File: src/hdl/frontend_pkg.sv
// Front end microarchitecture definitions
package frontend_pkg;

  // Reservation station that receives the instruction
  typedef enum logic [1:0] {
    LS,
    BRANCH,
    ALU
  } station_t;

  typedef enum logic [1:0] {
    IDLE,  // No bus cycle, slot empty
    BUS,   // Wishbone read in progress
    HOLD   // Word waiting in the output slot
  } fetch_state_t;

  localparam logic [31:0] BOOT_ADDR = 32'h0000_0000;

  localparam int ISSUE_DEPTH = 2;

endpackage

File: src/hdl/isa_pkg.sv
// RV32I instruction set definitions
package isa_pkg;

  localparam int XLEN = 32;

  typedef logic [XLEN-1:0] word_t;
  typedef logic [XLEN-1:0] addr_t;
  typedef logic [4:0]      reg_idx_t;

  // Major opcodes
  localparam logic [6:0] OPC_LOAD     = 7'b000_0011;
  localparam logic [6:0] OPC_STORE    = 7'b010_0011;
  localparam logic [6:0] OPC_BRANCH   = 7'b110_0011;
  localparam logic [6:0] OPC_JALR     = 7'b110_0111;
  localparam logic [6:0] OPC_JAL      = 7'b110_1111;
  localparam logic [6:0] OPC_MISC_MEM = 7'b000_1111;
  localparam logic [6:0] OPC_OP_IMM   = 7'b001_0011;
  localparam logic [6:0] OPC_OP       = 7'b011_0011;
  localparam logic [6:0] OPC_SYSTEM   = 7'b111_0011;
  localparam logic [6:0] OPC_LUI      = 7'b011_0111;
  localparam logic [6:0] OPC_AUIPC    = 7'b001_0111;

  typedef enum logic [5:0] {
    UNKNOWN,
    LB,
    LH,
    LW,
    LBU,
    LHU,
    SB,
    SH,
    SW,
    BEQ,
    BNE,
    BLT,
    BGE,
    BLTU,
    BGEU,
    JAL,
    JALR,
    ADDI,
    SLTI,
    SLTIU,
    XORI,
    ORI,
    ANDI,
    SLLI,
    SRLI,
    SRAI,
    ADD,
    SUB,
    SLL,
    SLT,
    SLTU,
    XOR,
    SRL,
    SRA,
    OR,
    AND,
    ECALL,
    EBREAK,
    LUI,
    AUIPC
  } instr_name_t;

endpackage

File: src/hdl/fetch_if.sv
// Fetch to decode channel
`timescale 1ns/100ps

interface fetch_if
  import isa_pkg::*;
();
  logic  valid;
  logic  ready;
  word_t instr;
  addr_t pc;

  modport source (output valid, output instr, output pc, input ready);

  modport decode (input instr);

  modport sink (input valid, input pc, output ready);

endinterface

File: src/hdl/instr_info_if.sv
// Decoded instruction record
`timescale 1ns/100ps

interface instr_info_if
  import isa_pkg::*, frontend_pkg::*;
();
  instr_name_t instr_name;
  word_t       immediate;
  reg_idx_t    rd;
  reg_idx_t    rs_1;
  reg_idx_t    rs_2;
  logic        writes;
  logic        jumps;
  logic        uses_imm;
  station_t    st_type;

  modport producer (
    output instr_name, immediate, rd, rs_1, rs_2, writes, jumps, uses_imm, st_type
  );

  modport consumer (
    input instr_name, immediate, rd, rs_1, rs_2, writes, jumps, uses_imm, st_type
  );

endinterface

File: src/hdl/core_frontend.sv
// Instruction front end top level
`timescale 1ns/100ps

module core_frontend
  import isa_pkg::*, frontend_pkg::*;
(
  input  logic        clk,
  input  logic        rst,
  input  logic        stop,
  output logic        wb_cyc,
  output logic        wb_stb,
  output addr_t       wb_adr,
  input  word_t       wb_rdata,
  input  logic        wb_ack,
  output logic        issue_valid,
  input  logic        issue_ready,
  output addr_t       issue_pc,
  output instr_name_t issue_name,
  output word_t       issue_imm,
  output reg_idx_t    issue_rd,
  output reg_idx_t    issue_rs1,
  output reg_idx_t    issue_rs2,
  output logic        issue_writes,
  output logic        issue_jumps,
  output logic        issue_uses_imm,
  output station_t    issue_station
);
  fetch_if      fetch_bus ();
  instr_info_if info_bus ();

  fetch_unit fetch_unit_i (
    .clk      (clk),
    .rst      (rst),
    .stop     (stop),
    .wb_cyc   (wb_cyc),
    .wb_stb   (wb_stb),
    .wb_adr   (wb_adr),
    .wb_rdata (wb_rdata),
    .wb_ack   (wb_ack),
    .fetch    (fetch_bus.source)
  );

  decoder decoder_i (
    .fetch      (fetch_bus.decode),
    .instr_info (info_bus.producer)
  );

  issue_buffer issue_buffer_i (
    .clk            (clk),
    .rst            (rst),
    .fetch          (fetch_bus.sink),
    .instr_info     (info_bus.consumer),
    .issue_valid    (issue_valid),
    .issue_ready    (issue_ready),
    .issue_pc       (issue_pc),
    .issue_name     (issue_name),
    .issue_imm      (issue_imm),
    .issue_rd       (issue_rd),
    .issue_rs1      (issue_rs1),
    .issue_rs2      (issue_rs2),
    .issue_writes   (issue_writes),
    .issue_jumps    (issue_jumps),
    .issue_uses_imm (issue_uses_imm),
    .issue_station  (issue_station)
  );

endmodule

File: src/hdl/decoder.sv
// RV32I instruction decoder
`timescale 1ns/100ps

module decoder
  import isa_pkg::*, frontend_pkg::*;
(
  fetch_if.decode        fetch,
  instr_info_if.producer instr_info
);
  word_t       instr;
  logic [6:0]  opc;
  logic [2:0]  funct3;
  logic        funct7_b5;
  instr_name_t name;
  word_t       imm;
  reg_idx_t    rd;
  reg_idx_t    rs_1;
  reg_idx_t    rs_2;
  logic        writes;
  logic        jumps;
  logic        uses_imm;
  station_t    st_type;

  assign instr     = fetch.instr;
  assign opc       = instr[6:0];
  assign funct3    = instr[14:12];
  assign funct7_b5 = instr[30];

  always_comb begin
    name     = UNKNOWN;
    imm      = '0;
    rd       = '0;
    rs_1     = '0;
    rs_2     = '0;
    writes   = 1'b0;
    jumps    = 1'b0;
    uses_imm = 1'b0;
    st_type  = LS;
    if (instr != '0) begin
      case (opc[4:2])
        3'b000: begin  // Load, store, branch
          rs_1 = instr[19:15];
          case (opc[6:5])
            OPC_LOAD[6:5]: begin
              imm    = {{20{instr[31]}}, instr[31:20]};
              rd     = instr[11:7];
              writes = 1'b1;
              case (funct3)
                3'b000:  name = LB;
                3'b001:  name = LH;
                3'b010:  name = LW;
                3'b100:  name = LBU;
                3'b101:  name = LHU;
                default: name = UNKNOWN;
              endcase
            end
            OPC_STORE[6:5]: begin
              imm  = {{20{instr[31]}}, instr[31:25], instr[11:7]};
              rs_2 = instr[24:20];
              case (funct3)
                3'b000:  name = SB;
                3'b001:  name = SH;
                3'b010:  name = SW;
                default: name = UNKNOWN;
              endcase
            end
            OPC_BRANCH[6:5]: begin
              imm     = {{20{instr[31]}}, instr[7], instr[30:25], instr[11:8], 1'b0};
              rs_2    = instr[24:20];
              jumps   = 1'b1;
              st_type = BRANCH;
              case (funct3)
                3'b000:  name = BEQ;
                3'b001:  name = BNE;
                3'b100:  name = BLT;
                3'b101:  name = BGE;
                3'b110:  name = BLTU;
                3'b111:  name = BGEU;
                default: name = UNKNOWN;
              endcase
            end
            default: name = UNKNOWN;
          endcase
        end
        3'b001: begin
          if (opc[6:5] == OPC_JALR[6:5]) begin
            imm     = {{20{instr[31]}}, instr[31:20]};
            rd      = instr[11:7];
            rs_1    = instr[19:15];
            writes  = 1'b1;
            jumps   = 1'b1;
            st_type = BRANCH;
            name    = JALR;
          end
        end
        3'b011: begin
          if (opc[6:5] == OPC_MISC_MEM[6:5]) begin
            st_type = ALU;
            name    = ADDI;  // Fence runs as a no-op
          end else if (opc[6:5] == OPC_JAL[6:5]) begin
            imm     = {{12{instr[31]}}, instr[19:12], instr[20], instr[30:21], 1'b0};
            rd      = instr[11:7];
            writes  = 1'b1;
            jumps   = 1'b1;
            st_type = BRANCH;
            name    = JAL;
          end
        end
        3'b100: begin  // Op-imm, op, system
          st_type = ALU;
          case (opc[6:5])
            OPC_OP_IMM[6:5]: begin
              if ((funct3 == 3'b001) || (funct3 == 3'b101)) begin
                imm = {27'b0, instr[24:20]};  // Shamt
              end else begin
                imm = {{20{instr[31]}}, instr[31:20]};
              end
              rd       = instr[11:7];
              rs_1     = instr[19:15];
              writes   = 1'b1;
              uses_imm = 1'b1;
              case (funct3)
                3'b000:  name = ADDI;
                3'b001:  name = SLLI;
                3'b010:  name = SLTI;
                3'b011:  name = SLTIU;
                3'b100:  name = XORI;
                3'b101:  name = funct7_b5 ? SRAI : SRLI;
                3'b110:  name = ORI;
                default: name = ANDI;
              endcase
            end
            OPC_OP[6:5]: begin
              rd     = instr[11:7];
              rs_1   = instr[19:15];
              rs_2   = instr[24:20];
              writes = 1'b1;
              case (funct3)
                3'b000:  name = funct7_b5 ? SUB : ADD;
                3'b001:  name = SLL;
                3'b010:  name = SLT;
                3'b011:  name = SLTU;
                3'b100:  name = XOR;
                3'b101:  name = funct7_b5 ? SRA : SRL;
                3'b110:  name = OR;
                default: name = AND;
              endcase
            end
            OPC_SYSTEM[6:5]: name = instr[21] ? EBREAK : ECALL;
            default:         name = UNKNOWN;
          endcase
        end
        3'b101: begin
          if (!opc[6]) begin  // LUI and AUIPC
            imm     = {instr[31:12], 12'b0};
            rd      = instr[11:7];
            writes  = 1'b1;
            st_type = ALU;
            name    = (opc[6:5] == OPC_LUI[6:5]) ? LUI : AUIPC;
          end
        end
        default: name = UNKNOWN;
      endcase
    end
    // Nothing survives from a rejected encoding
    if (name == UNKNOWN) begin
      imm      = '0;
      rd       = '0;
      rs_1     = '0;
      rs_2     = '0;
      writes   = 1'b0;
      jumps    = 1'b0;
      uses_imm = 1'b0;
      st_type  = LS;
    end
  end

  assign instr_info.instr_name = name;
  assign instr_info.immediate  = imm;
  assign instr_info.rd         = rd;
  assign instr_info.rs_1       = rs_1;
  assign instr_info.rs_2       = rs_2;
  assign instr_info.writes     = writes;
  assign instr_info.jumps      = jumps;
  assign instr_info.uses_imm   = uses_imm;
  assign instr_info.st_type    = st_type;

endmodule

File: src/hdl/fetch_unit.sv
// Sequential instruction fetch
`timescale 1ns/100ps

module fetch_unit
  import isa_pkg::*, frontend_pkg::*;
(
  input  logic    clk,
  input  logic    rst,
  input  logic    stop,
  output logic    wb_cyc,
  output logic    wb_stb,
  output addr_t   wb_adr,
  input  word_t   wb_rdata,
  input  logic    wb_ack,
  fetch_if.source fetch
);
  fetch_state_t state;
  addr_t        pc;
  word_t        slot_instr;
  addr_t        slot_pc;

  always_ff @(posedge clk) begin
    if (rst) begin
      state <= IDLE;
      pc    <= BOOT_ADDR;
    end else begin
      case (state)
        IDLE: begin
          if (!stop) begin
            state <= BUS;
          end
        end
        BUS: begin
          if (wb_ack) begin
            state <= HOLD;
            pc    <= pc + 32'd4;
          end
        end
        HOLD: begin
          // Slot drains this cycle, chain straight into the next read
          if (fetch.ready) begin
            state <= stop ? IDLE : BUS;
          end
        end
        default: state <= IDLE;
      endcase
    end
  end

  // Output slot payload
  always_ff @(posedge clk) begin
    if ((state == BUS) && wb_ack) begin
      slot_instr <= wb_rdata;
      slot_pc    <= pc;
    end
  end

  assign wb_cyc = (state == BUS);
  assign wb_stb = (state == BUS);
  assign wb_adr = pc;  // Stable for the whole cycle

  assign fetch.valid = (state == HOLD);
  assign fetch.instr = slot_instr;
  assign fetch.pc    = slot_pc;

endmodule

File: src/hdl/issue_buffer.sv
// Issue queue for decoded instructions
`timescale 1ns/100ps

module issue_buffer
  import isa_pkg::*, frontend_pkg::*;
(
  input  logic              clk,
  input  logic              rst,
  fetch_if.sink             fetch,
  instr_info_if.consumer    instr_info,
  output logic              issue_valid,
  input  logic              issue_ready,
  output addr_t             issue_pc,
  output instr_name_t       issue_name,
  output word_t             issue_imm,
  output reg_idx_t          issue_rd,
  output reg_idx_t          issue_rs1,
  output reg_idx_t          issue_rs2,
  output logic              issue_writes,
  output logic              issue_jumps,
  output logic              issue_uses_imm,
  output station_t          issue_station
);
  addr_t       pc_q       [ISSUE_DEPTH];
  instr_name_t name_q     [ISSUE_DEPTH];
  word_t       imm_q      [ISSUE_DEPTH];
  reg_idx_t    rd_q       [ISSUE_DEPTH];
  reg_idx_t    rs1_q      [ISSUE_DEPTH];
  reg_idx_t    rs2_q      [ISSUE_DEPTH];
  logic        writes_q   [ISSUE_DEPTH];
  logic        jumps_q    [ISSUE_DEPTH];
  logic        uses_imm_q [ISSUE_DEPTH];
  station_t    station_q  [ISSUE_DEPTH];

  logic [$clog2(ISSUE_DEPTH)-1:0]   wr_ptr;
  logic [$clog2(ISSUE_DEPTH)-1:0]   rd_ptr;
  logic [$clog2(ISSUE_DEPTH+1)-1:0] count;
  logic                             push;
  logic                             pop;

  assign fetch.ready = (count < ISSUE_DEPTH);
  assign issue_valid = (count != '0);
  assign push        = fetch.valid && fetch.ready;
  assign pop         = issue_valid && issue_ready;

  always_ff @(posedge clk) begin
    if (rst) begin
      wr_ptr <= '0;
      rd_ptr <= '0;
      count  <= '0;
    end else begin
      if (push) begin
        wr_ptr <= (wr_ptr == ISSUE_DEPTH - 1) ? '0 : wr_ptr + 1'b1;
      end
      if (pop) begin
        rd_ptr <= (rd_ptr == ISSUE_DEPTH - 1) ? '0 : rd_ptr + 1'b1;
      end
      case ({push, pop})
        2'b10:   count <= count + 1'b1;
        2'b01:   count <= count - 1'b1;
        default: count <= count;  // Both or neither
      endcase
    end
  end

  always_ff @(posedge clk) begin
    if (push) begin
      pc_q[wr_ptr]       <= fetch.pc;
      name_q[wr_ptr]     <= instr_info.instr_name;
      imm_q[wr_ptr]      <= instr_info.immediate;
      rd_q[wr_ptr]       <= instr_info.rd;
      rs1_q[wr_ptr]      <= instr_info.rs_1;
      rs2_q[wr_ptr]      <= instr_info.rs_2;
      writes_q[wr_ptr]   <= instr_info.writes;
      jumps_q[wr_ptr]    <= instr_info.jumps;
      uses_imm_q[wr_ptr] <= instr_info.uses_imm;
      station_q[wr_ptr]  <= instr_info.st_type;
    end
  end

  // Head of queue
  assign issue_pc       = pc_q[rd_ptr];
  assign issue_name     = name_q[rd_ptr];
  assign issue_imm      = imm_q[rd_ptr];
  assign issue_rd       = rd_q[rd_ptr];
  assign issue_rs1      = rs1_q[rd_ptr];
  assign issue_rs2      = rs2_q[rd_ptr];
  assign issue_writes   = writes_q[rd_ptr];
  assign issue_jumps    = jumps_q[rd_ptr];
  assign issue_uses_imm = uses_imm_q[rd_ptr];
  assign issue_station  = station_q[rd_ptr];

endmodule

File: config.mk
export PLATFORM = sky130hd
export DESIGN_NAME = core_frontend
export DESIGN_NICKNAME = d
export VERILOG_FILES = /design/src/hdl/frontend_pkg.sv /design/src/hdl/isa_pkg.sv /design/src/hdl/fetch_if.sv /design/src/hdl/instr_info_if.sv /design/src/hdl/core_frontend.sv /design/src/hdl/decoder.sv /design/src/hdl/fetch_unit.sv /design/src/hdl/issue_buffer.sv
export SDC_FILE = /design/constraint.sdc
export NUM_CORES = 1
export LEC_CHECK = 0
export CORE_MARGIN = 5
export CORE_UTILIZATION = 59
export CTS_CLUSTER_DIAMETER = 200
export DETAILED_ROUTE_END_ITERATION = 10
export DONT_BUFFER_PORTS = 1
export PLACE_DENSITY = 0.82
export SYNTH_ARGS = -nofsm -noshare
export SYNTH_HDL_FRONTEND = slang
export SYNTH_SLANG_ARGS = --single-unit
File: constraint.sdc
create_clock -name clk -period 5.9 [get_ports clk]
set_clock_uncertainty 0.15 [all_clocks]
set_input_delay 0.59 -clock clk [delete_from_list [all_inputs] [get_ports clk]]
set_output_delay 0.59 -clock clk [all_outputs]
set_load 0.02 [all_outputs]
==> run_results.csv, run 1 <==
group,metric,value,unit
critical_path,reg2reg_depth,8,
yosys,ys_top_cells_by_area,"edfxtp_1 (62%), mux2_2 (8.6%), dfxtp_1 (6.4%)",
critical_path,slowest_stage,"o2111a_1",
place,dp_slack,2.233,ns
floorplan,io_pins,162,
pwr,ir_drop,0.2668,mV
critical_path,critPathBufInv,2,
flow_run,max-cap-violations,0,
global_route,gr-total-overflow,0,
cts,tritoncts,"done",
cts,clockBufferDepth,3,
cts,htreeDepth,1,
hold_path,whs_path_depth,2,
route,routed_wl,26050,µm
critical_path,worst_ep_required_time,5.99,ns
final_layout,drive_above_1_share,18.76,%
yosys,dominantRegCellSynth,"edfxtp_1",
hold_path,hold_path_class,"primary input to flop",
status,status,"completed",
route,drt-pass1-iter-count,6,
place,portBuffers,0,
pwr,finalPower,4.229,mW
pwr,p_leak,4.327,nW
floorplan,num_rows,51,
yosys,yosysUniqueCellTypes,66,
critical_path,critPathCaptureType,"flop",
yosys,syn-instance-count,805,
global_route,first_global_vias,6895,
timing,fmax,0.2709,GHz
cts,insertion_delay,0.54,ns
yosys,synth_top_cell_by_area,"edfxtp_1",
final_layout,nets,865,
critical_path,arrival,3.78,ns
route,avgViaCountPerCell,6.163,
route,wl_per_cell,23.53,µm
final_layout,n_antenna_cell,0,
yosys,synth_edf_count,238,
final_layout,syn_to_final_growth,12.53,%
floorplan,die_area,22410,µm²
floorplan,fp.dieH,149.7,µm
critical_path,cp_slowest_stage_delay,0.74,ns
timing,setup_violations,0,
timing,min_period,3.691,ns
yosys,synthTopCellsByCount,"edfxtp_1 (238), mux2_2 (88), a31oi_1 (52)",
timing,whs,0.07477,ns
timing,rsz0062_at_grt,"no",
yosys,ys_seq_area_share,68.49,%
global_route,grt_max_degree,73,
critical_path,r2r_end,"issue_buffer_i.station_q[1][0]",
floorplan,coreArea,19330,µm²
timing,finalHoldViolCount,0,
place,routabilityCongestion,0.8468,
cts,cts-root-buf,"clkbuf_16",
timing,worst_slack,2.209,ns
critical_path,critical_path_class,"flop to flop",
global_route,grt_usage,22.93,%
yosys,yosysWarnings,0,
route,antenna_left,0,
global_route,antenna_found_initial,0,
timing,fin_crit_sh,62.57,%
yosys,yosys.area.top_type_share,62.06,%
yosys,syn_area,11520,µm²
cts,numCtsBuffers,27,
hold_path,hold_path_end,"fetch_unit_i.wb_adr[30]",
yosys,ys_seq_elements,275,
route,drc,0,
critical_path,start_kind,"flop",
timing,maxSlewHeadroom,32.36,%
floorplan,die_x,149.7,µm
route,via_count,6822,
critical_path,worstPathCellList,"inv_1 > ha_1 > nand2b_1 > a21boi_0 > a211oi_1 > o2111a_1 > buf_4 > a311oi_1",
global_route,grt_pass1_wl,39830,µm
yosys,yosysMostFrequentCell,"edfxtp_1",
yosys,ys_async_sr_fraction,0,%
pwr,p_per_area,326.4,nW/µm²
route,first_iter_violations,526,
floorplan,initial_core_util,59.56,%
critical_path,cp_max_fo,31,
timing,setup_tns,0,ns
hold_path,hold_start,"rst",
place,hpwl,16540,µm
yosys,postSynthAreaPerCell,14.31,µm²
cts,clock_sink_count,275,
timing,slew_viol_final,0,
critical_path,rrSetupSlack,2.21,ns
cts,clk_pin_slew,0.06,ns
cts,ctsResizeCount,0,
critical_path,worst_path_dominant_cell_family,"compound AO/OA/AOI/OAI gates",
critical_path,reg2reg_from,"fetch_unit_i.fetch.instr[6]",
timing,tightest_slew,1.011,ns
## cell type report
class / count / area, µm²
flip-flops and latches: 275 / 7891
fillers: 1298 / 6376
well taps: 265 / 331.6
clock inverters: 14 / 142.6
repair buffers: 40 / 392.9
clock buffers: 36 / 845.8
multi-input cells: 465 / 3309
inverters: 12 / 45.04
## placed cells by master, fill, tap and decap left out, types with 8 or more instances in the layout
cell type      count
a21oi_1           37
xor2_1            20
nor4_1             9
dlygate4sd3_1     32
nand2b_1           8
nand3_1           15
o21ai_1            9
o21ai_0            8
nand2_1           48
xnor2_1            8
inv_1              9
nor2_1            47
edfxtp_1         238
nand4_1           13
dfxtp_1           36
clkbuf_16         32
a31oi_1           52
mux2_2            88
nor2b_1            9
## repair_timing
action | in CTS | in global routing
setup buffers | 0 | 0
hold endpoints to repair | 66 | 0
hold buffers | 33 | 0
## power by group
part           internal (mW)  switching, mW
clock network           1.10          0.726
logic                 0.0837          0.160
registers               2.13         0.0283
total                   3.31          0.915
## registers in the layout (all words and copies together), names as in the netlist, 2 cells and up, named ones only
register / flops
fetch_unit_i.fetch.instr: 32
fetch_unit_i.fetch.pc: 30
fetch_unit_i.state: 2
fetch_unit_i.wb_adr: 30
issue_buffer_i.count: 2
issue_buffer_i.imm_q: 64
issue_buffer_i.jumps_q: 2
issue_buffer_i.name_q: 12
issue_buffer_i.pc_q: 60
issue_buffer_i.rd_q: 10
issue_buffer_i.rs1_q: 10
issue_buffer_i.rs2_q: 10
issue_buffer_i.station_q: 4
issue_buffer_i.uses_imm_q: 2
issue_buffer_i.writes_q: 2
## worst reg2reg max path: stages (launching register included)
cell and delay [ns]:
edfxtp_1 0.62, inv_1 0.15, ha_1 0.45, nand2b_1 0.26
a21boi_0 0.11, a211oi_1 0.24, o2111a_1 0.74, buf_4 0.47
a311oi_1 0.22
## cell families after synthesis
family	synth area share, %
other cells	0.03256
xor+xnor	2.130
compound gates	7.562
fa+ha+maj	0.7605
mux	8.898
simple gates	9.170
buf+inv	2.955
flops	68.49
## worst max path at each step
stage,slack (ns),end,startpoint,depth (start not counted)
after floorplan,0.76,issue_buffer_i.imm_q[0][0],fetch_unit_i.state[1],3
after global placement,2.37,issue_buffer_i.station_q[0][0],fetch_unit_i.fetch.instr[6],8
after detailed placement,2.23,issue_buffer_i.station_q[0][0],fetch_unit_i.fetch.instr[6],8
after CTS,2.24,issue_buffer_i.station_q[0][0],fetch_unit_i.fetch.instr[6],8
after global routing,1.97,issue_buffer_i.station_q[0][0],fetch_unit_i.fetch.instr[6],8
final,2.21,issue_buffer_i.station_q[1][0],fetch_unit_i.fetch.instr[6],8
## per-stage QoR
| stage | utilization (%) | instance area (µm²) | cells |
|---|---|---|---|
| after floorplan | - | 11530 | 808 |
| after global placement | 60.15 | 11630 | 1024 |
| after detailed placement | 60.15 | 11630 | 1024 |
| after CTS | 67.02 | 12960 | 1107 |
| after global routing | 67.02 | 12960 | 1107 |
| final | 67.02 | 12960 | 1107 |
## per-layer routing
metal | up-vias | share of wire [%] | routed length, µm | global-route usage, %
met3 | 49 | 9.9 | 2579 | 6.239
met4 | 0 | 2.8 | 735 | 6.816
met2 | 338 | 50 | 12990 | 38.60
met1 | 3334 | 37 | 9743 | 29.42
li1 | 3101 | - | - | -
met5 | - | 0 | 0 | 0
(Power assumes the default switching activity.)
==> run 2: changes to the inputs <==
--- a/config.mk
+++ b/config.mk
@@ -5,6 +5,7 @@
 export SDC_FILE = /design/constraint.sdc
 export NUM_CORES = 1
 export LEC_CHECK = 0
+export ABC_AREA = 1
 export CORE_MARGIN = 5
 export CORE_UTILIZATION = 59
 export CTS_CLUSTER_DIAMETER = 200
==> constraint.sdc (replaced) <==
create_clock -name clk -period 3.8 [get_ports clk]
set_clock_uncertainty 0.15 [all_clocks]
set_input_delay 0.38 -clock clk [delete_from_list [all_inputs] [get_ports clk]]
set_output_delay 0.38 -clock clk [all_outputs]
set_load 0.02 [all_outputs]
==> run 2 against run 1 <==
  * Count of clock-buffer cells in the layout shrank 2
  * First-iteration DRC count fell by 5.3%
  * Critical path depth up 4
  * Utilization up 0.78 points
  * Routed wire length increased by 2.0%
  * Highest routed layer unchanged
==> run_results.csv, run 2 <==
group,metric,value,unit
status,status,"completed",
timing,min_period,3.007,ns
final_layout,n_antenna_cell,0,
global_route,antenna_found_initial,0,
global_route,gr-total-overflow,0,
hold_path,whs_path_depth,3,
yosys,ys_seq_area_share,67.57,%
critical_path,critical_path_class,"flop to flop",
hold_path,hold_start,"wb_ack",
place,hpwl,17920,µm
place,portBuffers,0,
yosys,syn_area,11670,µm²
critical_path,reg2reg_from,"fetch_unit_i.fetch.instr[6]",
pwr,p_leak,4.489,nW
cts,clockBufferDepth,3,
floorplan,die_area,22700,µm²
global_route,grt_max_degree,58,
critical_path,arrival,3.12,ns
pwr,p_per_area,488.9,nW/µm²
hold_path,hold_path_end,"fetch_unit_i.wb_adr[2]",
route,wl_per_cell,21.20,µm
route,avgViaCountPerCell,5.674,
floorplan,die_x,150.7,µm
route,first_iter_violations,498,
yosys,synth_top_cell_by_area,"edfxtp_1",
global_route,first_global_vias,7263,
flow_run,max-cap-violations,0,
cts,numCtsBuffers,27,
floorplan,coreArea,19460,µm²
timing,slew_viol_final,0,
final_layout,largest_register_ffs,64,
timing,maxSlewHeadroom,43.19,%
final_layout,final_cell_mix,"edfxtp_1 (238), nand2_1 (116), mux2_2 (88)",
route,antenna_left,0,
route,routed_wl,26570,µm
cts,clk_pin_slew,0.07,ns
place,routabilityCongestion,0.9141,
floorplan,initial_core_util,59.97,%
floorplan,fp.dieH,150.7,µm
yosys,yosysMostFrequentCell,"edfxtp_1",
cts,tritoncts,"done",
yosys,yosysUniqueCellTypes,48,
floorplan,io_pins,162,
global_route,grt_usage,23.51,%
timing,setup_violations,0,
final_layout,top_register,"issue_buffer_i.imm_q",
floorplan,num_rows,51,
hold_path,hold_path_class,"primary input to flop",
pwr,ir_drop,0.5797,mV
route,drt-pass1-iter-count,5,
yosys,ys_async_sr_fraction,0,%
critical_path,reg2reg_depth,12,
yosys,synthTopCellsByCount,"edfxtp_1 (238), nand2_1 (116), mux2_2 (88)",
timing,fmax,0.3325,GHz
yosys,postSynthAreaPerCell,12.72,µm²
yosys,yosysWarnings,0,
yosys,syn-instance-count,918,
timing,fin_crit_sh,79.13,%
critical_path,rrSetupSlack,0.79,ns
critical_path,critPathCaptureType,"flop",
route,via_count,7110,
timing,rsz0062_at_grt,"no",
critical_path,worst_ep_required_time,3.92,ns
critical_path,cp_max_fo,30,
cts,clock_sink_count,275,
cts,insertion_delay,0.53,ns
final_layout,final_common_cell,"edfxtp_1",
yosys,ys_top_cells_by_area,"edfxtp_1 (61%), mux2_2 (8.5%), dfxtp_1 (6.3%)",
final_layout,drive_above_1_share,20.55,%
critical_path,start_kind,"flop",
global_route,grt_pass1_wl,40770,µm
yosys,yosys.area.top_type_share,61.23,%
timing,setup_tns,0,ns
yosys,dominantRegCellSynth,"edfxtp_1",
route,drc,0,
cts,htreeDepth,1,
final_layout,nets,1011,
final_layout,fill_cells,1424,
timing,finalHoldViolCount,0,
timing,tightest_slew,0.8501,ns
critical_path,r2r_end,"issue_buffer_i.imm_q[1][5]",
final_layout,syn_to_final_growth,13.06,%
timing,whs,0.1011,ns
yosys,synth_edf_count,238,
cts,cts-root-buf,"clkbuf_16",
yosys,ys_seq_elements,275,
run 2: report_power, final:
group	internal [mW]	switching [mW]	leakage (nW)	total (mW)
sequential	3.32	0.0436	2.47	3.37
combinational	0.143	0.292	1.59	0.435
clock	1.58	1.07	0.426	2.65
run 2: kinds of logic after synthesis:
| group | after synthesis | share of synthesized area (%) |
|---|---|---|
| adder cells (fa/ha/maj) | 7 | 0.7503 |
| AO/OA/AOI/OAI | 98 | 4.834 |
| AND/OR/NAND/NOR | 335 | 13.39 |
| XOR/XNOR | 10 | 0.7504 |
| multiplexers | 88 | 8.490 |
| other | 1 | 0.03213 |
| flip-flops | 275 | 67.57 |
| buffers and inverters | 104 | 4.180 |
run 2: routing by layer:
layer	track usage, %	share of wire, %	wire [µm]	vias up
met5	0	0	0	-
met4	6.709	2.8	755	0
met3	6.321	8.4	2219	53
met2	42.39	53	13980	266
met1	27.70	36	9614	3443
li1	-	-	-	3348
run 2: worst max path at each step:
stage | startpoint | end | slack, ns | depth (start not counted)
finish | fetch_unit_i.fetch.instr[6] | issue_buffer_i.imm_q[1][5] | 0.79 | 12
global route | fetch_unit_i.fetch.instr[6] | issue_buffer_i.imm_q[1][18] | 0.52 | 15
CTS | fetch_unit_i.fetch.instr[6] | issue_buffer_i.imm_q[0][12] | 0.79 | 12
detailed placement | fetch_unit_i.fetch.instr[6] | issue_buffer_i.imm_q[0][7] | 0.83 | 12
global placement | fetch_unit_i.fetch.instr[6] | issue_buffer_i.imm_q[0][11] | 0.92 | 15
floorplan | fetch_unit_i.state[1] | issue_buffer_i.imm_q[0][0] | -1.10 | 4
run 2: timing repair:
item | in CTS | in global routing
buffers inserted | 0 | 0
resized for setup | 0 | 0
hold endpoints to repair | 53 | 0
setup endpoints to repair | 0 | 0
hold buffers | 36 | 0
run 2: per-stage QoR:
stage          setup WS [ns]  utilization [%]  cell area (µm²)  power [mW]  instances
2_1_floorplan         -1.102                -            11680       3.764        921
3_3_place_gp          0.9174            61.39            11950       3.825       1167
3_5_place_dp          0.8255            61.39            11950       3.834       1167
4_1_cts               0.7927            67.80            13200       6.500       1253
5_1_grt               0.5195            67.80            13200       6.669       1253
6_report              0.7929            67.80            13200       6.452       1253
run 2: cell type report:
class                      instances  area [µm²]  area share (%)
tap                              265       331.6           2.513
clock buffer                      34       701.9           5.319
clock inverter                    16       186.4           1.413
multi-input combinational        542        3323           25.18
inverter                          73       274.0           2.076
timing repair buffer              48       488.0           3.698
sequential                       275        7891           59.80
run 2: critical path, stage by stage, from the launching register on:
cell	delay [ns]
edfxtp_1	0.53
ha_1	0.39
nand3_1	0.16
nor2_1	0.07
inv_1	0.13
nand2_1	0.08
a21oi_2	0.13
nand2_1	0.07
a21oi_2	0.12
nand3_2	0.12
nor2_8	0.40
buf_12	0.28
nor2_1	0.10
